### src/logic/apb_pkg.sv
package apb_pkg;

    typedef logic [7:0]  apb_addr_t;
    typedef logic [31:0] apb_data_t;

    // One transfer as driven by the bus master.
    typedef struct packed {
        logic      psel;
        logic      penable;
        logic      pwrite;
        apb_addr_t paddr;
        apb_data_t pwdata;
    } apb_req_t;

    typedef struct packed {
        logic      pready;
        logic      pslverr;
        apb_data_t prdata;
    } apb_rsp_t;

    // Byte offsets of the register map.
    typedef enum apb_addr_t {
        reg_op_a   = 8'h00,
        reg_op_b   = 8'h04,
        reg_ctrl   = 8'h08,
        reg_status = 8'h0C,
        reg_res_lo = 8'h10,
        reg_res_hi = 8'h14
    } reg_addr_e;

endpackage

### src/logic/mul_pkg.sv
package mul_pkg;

    localparam int default_data_width = 32;

    // Selects how the extra operand bit is filled.
    typedef enum logic {
        op_unsigned = 1'b0,
        op_signed   = 1'b1
    } mul_op_e;

    // CTRL register layout, bit 0 holds the opcode.
    typedef struct packed {
        mul_op_e op;
    } mul_ctrl_t;

    // STATUS register layout, busy in bit 0, done in bit 1.
    typedef struct packed {
        logic done;
        logic busy;
    } mul_status_t;

    typedef enum logic {
        st_idle = 1'b0,
        st_busy = 1'b1
    } mul_state_e;

endpackage

### src/logic/booth_encoder.sv
`timescale 1ns/1ns

module booth_encoder #(
    parameter int operand_width = 33
) (
    input  logic [operand_width-1:0]                            multiplicand,
    input  logic [operand_width-1:0]                            multiplier,
    output logic [(operand_width+3)/2-1:0][2*operand_width-1:0] rows
);

    localparam int digit_count = (operand_width - 1) / 2;
    localparam int row_width   = 2 * operand_width;

    // Sum of all the -2^k terms left by the sign-bit flips, taken modulo 2^row_width.
    function automatic logic [row_width-1:0] correction_const();
        logic [row_width-1:0] k;
        k = '0;
        k = k - (row_width'(1) << (operand_width - 1));
        for (int i = 0; i < digit_count; i++) begin
            k = k - (row_width'(1) << (operand_width + 1 + 2 * i));
        end
        return k;
    endfunction

    localparam logic [row_width-1:0] corr_const = correction_const();

    logic [digit_count-1:0] neg;
    logic [row_width-1:0]   corr_row;

    // Row for -b0 * A, the +1 of the negation sits in the correction row.
    assign rows[0] = row_width'(multiplier[0] ?
        {multiplicand[operand_width-1], ~multiplicand[operand_width-2:0]} :
        {1'b1, {(operand_width - 1){1'b0}}});

    for (genvar k = 0; k < digit_count; k++) begin : g_digit
        logic                 b0;
        logic                 b1;
        logic                 b2;
        logic                 one;
        logic                 two;
        logic [operand_width:0] mag;
        logic [operand_width:0] pp;

        assign b0 = multiplier[2*k];
        assign b1 = multiplier[2*k+1];
        assign b2 = multiplier[2*k+2];

        assign one    = b1 ^ b0;                               // Digit is +1 or -1.
        assign two    = (b2 & ~b1 & ~b0) | (~b2 & b1 & b0);    // Digit is +2 or -2.
        assign neg[k] = b2 & ~(b1 & b0);

        assign mag = one ? {multiplicand[operand_width-1], multiplicand} :
                     two ? {multiplicand, 1'b0} : '0;
        assign pp  = mag ^ {(operand_width + 1){neg[k]}};

        // Inverted sign bit replaces the sign extension.
        assign rows[k+1] = row_width'({~pp[operand_width], pp[operand_width-1:0]}) << (2 * k + 1);
    end

    // Leading-one pattern plus the negate bits of every row.
    always_comb begin
        corr_row    = corr_const;
        corr_row[0] = multiplier[0];
        for (int k = 0; k < digit_count; k++) begin
            corr_row[2*k+1] = neg[k];
        end
    end

    assign rows[digit_count+1] = corr_row;

endmodule

### src/logic/csa_tree.sv
`timescale 1ns/1ns

module csa_tree #(
    parameter int row_count = 18,
    parameter int row_width = 66
) (
    input  logic                                clk,
    input  logic                                reset,
    input  logic [row_count-1:0][row_width-1:0] rows,
    output logic [row_width-1:0]                sum,
    output logic [row_width-1:0]                carry
);

    // Rows left after one level of 4:2 compressors.
    function automatic int next_count(int cnt);
        if (cnt <= 2) begin
            return cnt;
        end
        if (cnt % 4 == 3) begin
            return (cnt / 4) * 2 + 2;                          // Three leftovers take a padded cell.
        end
        return (cnt / 4) * 2 + cnt % 4;
    endfunction

    function automatic int count_at(int level);
        int cnt;
        cnt = row_count;
        for (int i = 0; i < level; i++) begin
            cnt = next_count(cnt);
        end
        return cnt;
    endfunction

    function automatic int tree_depth();
        int cnt;
        int d;
        cnt = row_count;
        d   = 0;
        while (cnt > 2) begin
            cnt = next_count(cnt);
            d++;
        end
        return d;
    endfunction

    localparam int depth = tree_depth();

    logic [depth:0][row_count-1:0][row_width-1:0] level;

    assign level[0] = rows;

    for (genvar l = 0; l < depth; l++) begin : g_level
        localparam int cnt      = count_at(l);
        localparam int groups   = cnt / 4 + ((cnt % 4 == 3) ? 1 : 0);
        localparam int spare    = (cnt % 4 == 3) ? 0 : cnt % 4;
        localparam int next_cnt = 2 * groups + spare;

        for (genvar g = 0; g < groups; g++) begin : g_cmp42
            logic [row_width-1:0] a;
            logic [row_width-1:0] b;
            logic [row_width-1:0] c;
            logic [row_width-1:0] d;
            logic [row_width-1:0] s1;
            logic [row_width-1:0] co;
            logic [row_width-1:0] ci;
            logic [row_width-1:0] cy;

            assign a = level[l][4*g];
            assign b = level[l][4*g+1];
            assign c = level[l][4*g+2];

            if (4 * g + 3 < cnt) begin : g_full
                assign d = level[l][4*g+3];
            end else begin : g_pad
                assign d = '0;
            end

            // First full adder, its carry feeds the next bit.
            assign s1 = a ^ b ^ c;
            assign co = (a & b) | (a & c) | (b & c);
            assign ci = {co[row_width-2:0], 1'b0};

            // Second full adder.
            assign cy = (s1 & d) | (s1 & ci) | (d & ci);

            assign level[l+1][2*g]   = s1 ^ d ^ ci;
            assign level[l+1][2*g+1] = {cy[row_width-2:0], 1'b0};
        end

        for (genvar j = 0; j < spare; j++) begin : g_pass
            assign level[l+1][2*groups+j] = level[l][4*groups+j];
        end

        for (genvar j = next_cnt; j < row_count; j++) begin : g_unused
            assign level[l+1][j] = '0;
        end
    end

    always_ff @(posedge clk) begin
        if (reset) begin
            sum   <= '0;
            carry <= '0;
        end else begin
            sum   <= level[depth][0];
            carry <= level[depth][1];
        end
    end

endmodule

### src/logic/mul_core.sv
`timescale 1ns/1ns

module mul_core #(
    parameter int data_width = 32
) (
    input  logic                    clk,
    input  logic                    reset,
    input  logic                    start,
    input  mul_pkg::mul_op_e        op,
    input  logic [data_width-1:0]   op_a,
    input  logic [data_width-1:0]   op_b,
    output logic [2*data_width-1:0] product,
    output logic                    product_valid
);

    import mul_pkg::*;

    localparam int operand_width = data_width + 1;
    localparam int row_width     = 2 * operand_width;
    localparam int row_count     = (operand_width + 3) / 2;

    typedef struct packed {
        logic [operand_width-1:0] a;
        logic [operand_width-1:0] b;
    } mul_req_t;

    mul_req_t                             req;
    logic [row_count-1:0][row_width-1:0] rows;
    logic [row_width-1:0]                tree_sum;
    logic [row_width-1:0]                tree_carry;
    logic [row_width-1:0]                total;
    logic                                tree_valid;

    // Extension bit is zero for unsigned, a sign copy for signed.
    assign req.a = {(op == op_signed) & op_a[data_width-1], op_a};
    assign req.b = {(op == op_signed) & op_b[data_width-1], op_b};

    booth_encoder #(
        .operand_width(operand_width)
    ) booth0 (
        .multiplicand(req.a),
        .multiplier  (req.b),
        .rows        (rows)
    );

    csa_tree #(
        .row_count(row_count),
        .row_width(row_width)
    ) tree0 (
        .clk  (clk),
        .reset(reset),
        .rows (rows),
        .sum  (tree_sum),
        .carry(tree_carry)
    );

    assign total = tree_sum + tree_carry;                      // Final carry-propagate add.

    always_ff @(posedge clk) begin
        if (reset) begin
            tree_valid    <= 1'b0;
            product_valid <= 1'b0;
        end else begin
            tree_valid    <= start;
            product_valid <= tree_valid;
        end
    end

    always_ff @(posedge clk) begin
        if (tree_valid) begin
            product <= total[2*data_width-1:0];
        end
    end

endmodule

### src/logic/mul_regs.sv
`timescale 1ns/1ns

module mul_regs #(
    parameter int data_width = 32
) (
    input  logic                    clk,
    input  logic                    reset,
    input  apb_pkg::apb_req_t       apb_req,
    output apb_pkg::apb_rsp_t       apb_rsp,
    output logic                    start,
    output mul_pkg::mul_op_e        op,
    output logic [data_width-1:0]   op_a,
    output logic [data_width-1:0]   op_b,
    input  logic [2*data_width-1:0] product,
    input  logic                    product_valid
);

    import apb_pkg::*;
    import mul_pkg::*;

    reg_addr_e             addr;
    mul_state_e            state;
    mul_ctrl_t             ctrl;
    mul_status_t           status;
    logic                  done;
    logic                  busy;
    logic [data_width-1:0] res_lo;
    logic [data_width-1:0] res_hi;
    apb_data_t             rd_data;
    logic                  addr_hit;
    logic                  read_only;
    logic                  access;
    logic                  err;
    logic                  wr_ok;
    logic                  ctrl_go;

    assign addr   = reg_addr_e'(apb_req.paddr);
    assign access = apb_req.psel & apb_req.penable;
    assign busy   = (state == st_busy);
    assign status = '{done: done, busy: busy};
    assign op     = ctrl.op;

    always_comb begin
        rd_data  = '0;
        addr_hit = 1'b1;
        case (addr)
            reg_op_a:   rd_data[data_width-1:0] = op_a;
            reg_op_b:   rd_data[data_width-1:0] = op_b;
            reg_ctrl:   rd_data[$bits(mul_ctrl_t)-1:0] = ctrl;
            reg_status: rd_data[$bits(mul_status_t)-1:0] = status;
            reg_res_lo: rd_data[data_width-1:0] = res_lo;
            reg_res_hi: rd_data[data_width-1:0] = res_hi;
            default:    addr_hit = 1'b0;
        endcase
    end

    assign read_only = addr inside {reg_status, reg_res_lo, reg_res_hi};

    // Refused writes leave every register as it was.
    assign err     = ~addr_hit |
                     (apb_req.pwrite & (read_only | ((addr == reg_ctrl) & busy)));
    assign wr_ok   = access & apb_req.pwrite & ~err;
    assign ctrl_go = wr_ok & (addr == reg_ctrl);

    always_comb begin
        apb_rsp         = '0;
        apb_rsp.pready  = 1'b1;                                // No wait states.
        apb_rsp.pslverr = access & err;
        apb_rsp.prdata  = rd_data;
    end

    always_ff @(posedge clk) begin
        if (reset) begin
            state  <= st_idle;
            done   <= 1'b0;
            start  <= 1'b0;
            ctrl   <= '0;
            res_lo <= '0;
            res_hi <= '0;
        end else begin
            start <= ctrl_go;
            case (state)
                st_idle: begin
                    if (ctrl_go) begin
                        state <= st_busy;
                        done  <= 1'b0;
                    end
                end
                st_busy: begin
                    if (product_valid) begin
                        state <= st_idle;
                        done  <= 1'b1;
                    end
                end
                default: state <= st_idle;
            endcase
            if (ctrl_go) begin
                ctrl <= mul_ctrl_t'(apb_req.pwdata[$bits(mul_ctrl_t)-1:0]);
            end
            if (product_valid) begin
                {res_hi, res_lo} <= product;
            end
        end
    end

    always_ff @(posedge clk) begin
        if (wr_ok && addr == reg_op_a) begin
            op_a <= apb_req.pwdata[data_width-1:0];
        end
        if (wr_ok && addr == reg_op_b) begin
            op_b <= apb_req.pwdata[data_width-1:0];
        end
    end

endmodule

### src/logic/apb_mul_top.sv
`timescale 1ns/1ns

module apb_mul_top #(
    parameter int data_width = mul_pkg::default_data_width
) (
    input  logic              clk,
    input  logic              reset,
    input  apb_pkg::apb_req_t apb_req,
    output apb_pkg::apb_rsp_t apb_rsp
);

    import mul_pkg::*;

    logic                    start;
    mul_op_e                 op;
    logic [data_width-1:0]   op_a;
    logic [data_width-1:0]   op_b;
    logic [2*data_width-1:0] product;
    logic                    product_valid;

    mul_regs #(
        .data_width(data_width)
    ) regs0 (
        .clk          (clk),
        .reset        (reset),
        .apb_req      (apb_req),
        .apb_rsp      (apb_rsp),
        .start        (start),
        .op           (op),
        .op_a         (op_a),
        .op_b         (op_b),
        .product      (product),
        .product_valid(product_valid)
    );

    mul_core #(
        .data_width(data_width)
    ) core0 (
        .clk          (clk),
        .reset        (reset),
        .start        (start),
        .op           (op),
        .op_a         (op_a),
        .op_b         (op_b),
        .product      (product),
        .product_valid(product_valid)
    );

endmodule

### config.mk
export PLATFORM = sky130hd
export DESIGN_NAME = apb_mul_top
export DESIGN_NICKNAME = d
export VERILOG_FILES = /design/src/logic/apb_pkg.sv /design/src/logic/mul_pkg.sv /design/src/logic/booth_encoder.sv /design/src/logic/csa_tree.sv /design/src/logic/mul_core.sv /design/src/logic/mul_regs.sv /design/src/logic/apb_mul_top.sv
export SDC_FILE = /design/constraint.sdc
export NUM_CORES = 2
export LEC_CHECK = 0
export BUFFER_PORTS_ARGS = -buffer_cell sky130_fd_sc_hd__buf_4
export CORE_MARGIN = 2
export CORE_UTILIZATION = 40
export CTS_CLUSTER_DIAMETER = 100
export CTS_CLUSTER_SIZE = 30
export DETAILED_ROUTE_END_ITERATION = 7
export GPL_ROUTABILITY_DRIVEN = 0
export SYNTH_ARGS = -nofsm -noshare
export SYNTH_HDL_FRONTEND = slang
export SYNTH_SLANG_ARGS = --single-unit
### constraint.sdc
create_clock -name clk -period 12.85 [get_ports clk]
set_input_delay 1.285 -clock clk [delete_from_list [all_inputs] [get_ports clk]]
set_output_delay 1.285 -clock clk [all_outputs]
set_load 0.01 [all_outputs]
==> metrics.md <==
| Metric | Value |
|---|---|
| P_sw | `517.4 uW` |
| Die Ht | `323.7 um` |
| Largest net degree at the start of global routing | `76` |
| Final Setup Violations | `0` |
| Syn Std Cell Area | `40870 sq um` |
| Drt via density | `5.328` |
| Clk slew on worst S/H paths | `0.11 ns` |
| Worst-margin pin slew | `1.070 ns` |
| Die area | `104800 sq um` |
| Clk root buf | `clkbuf_16` |
| Gr ovfl total | `0` |
| Count leader, synth | `nor2_1` |
| Setup_tns | `0 ns` |
| Share of the synthesized area in the top cell type | `0.2292` |
| Comb power frac | `0.050` |
| Run status | `completed` |
| Min-delay worst type | `flop to flop` |
| Final ANT Viol Nets | `0` |
| Tot GR Track Use | `0.2446` |
| Syn Nets | `5163` |
| I/O pins | `79` |
| # DRC | `0` |
| Post-layout util | `0.4279` |
| Crit Path Max Fanout | `34` |
| Worst Path Required | `13.28 ns` |
| Unrepaired setup endpoints after global routing | `no` |
| Sequential share of power | `0.542` |
| EDFF count, synth | `128` |
| DR WL/cell | `22.81 um` |
| Nature of the critical path startpoint | `flop` |
| Ys async rst share | `0` |
| Area leader, netlist | `fa_1` |
| Part of the cycle the worst path needs | `0.5482` |
| Leakage power figure | `19.45 nW` |
| Detailed-route via count | `29813` |
| Fmax | `141.9 MHz` |
| 1st-iter DRT viols | `2459` |
| Switching Fraction | `0.2610` |
| Initial antenna violation count | `7` |
| Drt pass-1 iters | `6` |
| Internal | `1.465 mW` |
| Clock Power Share | `0.408` |
| Worst Setup Path Type | `flop to flop` |
| Seq cells post-synth | `322` |
| Rel. slew slack | `0.2866` |
| Initial core utilization | `0.4023` |
| Post-route cell area | `43480 sq um` |
| Die W | `323.7 um` |
| Synth area leaders | `fa_1 23%, mux2i_1 14%, dfxtp_1 9.5%` |
| CTS Buf Count | `20` |
| Placement Cell Area | `42680 sq um` |
| VDD IR-drop max | `79.99 uV` |
| Post-CTS Hold Fix Bufs | `0` |
| Slew Viols, Final | `0` |
| Max Root-Sink Buffers | `3` |
| Final worst path period need | `7.045 ns` |
| Final hold vios | `0` |
| Proportion of layout cells with a drive suffix above 1 | `0.06173` |
| N_diodes | `0` |
| CP endpoint kind | `flop` |
| Crit path DAT | `7.48 ns` |
| Number of global-route vias before repair | `30219` |
| Sequential area share after synthesis | `0.1891` |
| Synth-to-Final Area Change | `6.374%` |
| Synthesis Warnings | `0` |
| Core area | `101600 sq um` |
| Resized cells post-CTS | `0` |
| Count of cell types in the netlist | `64` |
| Routed Wire Length | `127700 um` |
| Syn_area_per_cell | `9.297 sq um` |
| CTS tree | `done` |
| Number of max-cap violations | `0` |
| Synth Instances | `4396` |
| Commonest cells post-synth | `659 x nor2_1, 562 x mux2i_1, 487 x inv_1` |
| Clock skew | `0.05118 ns` |
| Pwr per Cell Area | `45.60 nW/um^2` |
| Cell Rows | `117` |
| Post-CTS Setup Bufs | `0` |
| First-pass GRT wire length | `193800 um` |
| Worst skew pair latency | `0.59 ns` |
| Nets@finish | `4981` |
| Htree depth | `1` |
| Ys flop type | `dfxtp_1` |
| DP HPWL | `90380 um` |
| Clk sink count | `322` |
| I/O Buffers | `77` |
-- logic make-up after synthesis --
family	count (synthesis)	synth area share
mux	563	0.1382
other cells	1	0.00009175
flops	322	0.1891
buf+inv	872	0.08057
xor+xnor	606	0.1299
fa+ha+maj	722	0.3070
simple gates	989	0.1057
compound gates	321	0.04956
-- layer usage --
layer,up-vias,track usage,part of all wire
met5,-,0,0.00010
met4,2,0.05802,0.025
met3,157,0.04595,0.085
met2,1177,0.3919,0.45
met1,14950,0.3410,0.44
li1,13527,-,-
-- power by group through the flow --
stage | registers, mW | logic [mW] | clock network (mW)
floorplan | 1.09 | 0.0581 | 0
global placement | 1.10 | 0.0975 | 0
detailed placement | 1.10 | 0.0980 | 0
CTS | 1.07 | 0.0985 | 0.825
global route | 1.08 | 0.107 | 0.857
finish | 1.08 | 0.0985 | 0.809
-- registers in the layout, summed over array words and instances (netlist names) --
name,flops
regs0.done,1
regs0.op_b,32
core0.tree0.carry,60
core0.product,64
regs0.res_hi,32
regs0.op,1
core0.tree0.sum,64
core0.product_valid,1
regs0.op_a,32
core0.tree_valid,1
regs0.start,1
regs0.busy,1
regs0.res_lo,32
-- area by class of cell --
class	count	area, sq um
Inverter	498	1869
Multi-Input combinational cell	3202	30090
Timing Repair Buffer	170	1280
Tap cell	1368	1712
Clock inverter	12	247.7
Sequential cell	322	7732
Fill cell	9928	58120
Clock buffer	24	546.8
-- metrics by stage --
step                hold slack, ns  worst slack [ns]  instances  power [mW]
finish                      0.4166             5.805       5596       1.983
global route                0.4327             5.536       5596       2.040
CTS                         0.4183             5.860       5596       1.998
detailed placement          0.3911             5.884       5560       1.196
global placement            0.3876             5.904       5560       1.196
floorplan                   0.3855             6.686       4396       1.152
-- placed cells by master, fill, tap and decap left out, drive strengths merged, types with 10 or more instances in the layout --
cell type / synthesis / routed
a211oi: 13 / 13
nor3b: 10 / 10
ha: 254 / 254
nand2: 94 / 94
clkbuf: 312 / 24
nor3: 19 / 19
nor2b: 124 / 124
nand2b: 10 / 10
a31oi: 11 / 11
a21oi: 78 / 78
a22oi: 59 / 59
xor2: 163 / 163
edfxtp: 128 / 128
dfxtp: 194 / 194
nand3: 15 / 15
a21o: 21 / 21
buf: 62 / 170
nand4: 16 / 16
o21ai: 90 / 90
mux2i: 562 / 562
inv: 492 / 500
fa: 468 / 468
xnor2: 443 / 443
nor2: 659 / 659
-- critical path, cell delays in order, from the launching register on --
cell and delay (ns):
edfxtp_1 0.72, ha_2 0.73, a211oi_4 0.59, buf_4 0.39, nor2_1 0.10, xnor2_1 0.16
fa_1 0.53, fa_1 0.50, inv_1 0.06, fa_1 0.56, fa_1 0.46, fa_1 0.52
fa_1 0.43, fa_1 0.49, inv_1 0.05, fa_1 0.43, nor2b_1 0.13
-- worst paths after layout --
path | startpoint | endpoint | slack, ns | cells past startpoint
worst min register to register | core0.tree0.sum[0]$_SDFF_PP0_ | core0.product[0]$_DFFE_PP_ | 0.42 | 0
worst min-delay path | core0.tree0.sum[0]$_SDFF_PP0_ | core0.product[0]$_DFFE_PP_ | 0.42 | 0
worst max register to register | regs0.op_b[10]$_DFFE_PP_ | core0.tree0.sum[31]$_SDFF_PP0_ | 5.81 | 16
worst max-delay path | regs0.op_b[10]$_DFFE_PP_ | core0.tree0.sum[31]$_SDFF_PP0_ | 5.81 | 16
Power figures use the tool's default switching activity.
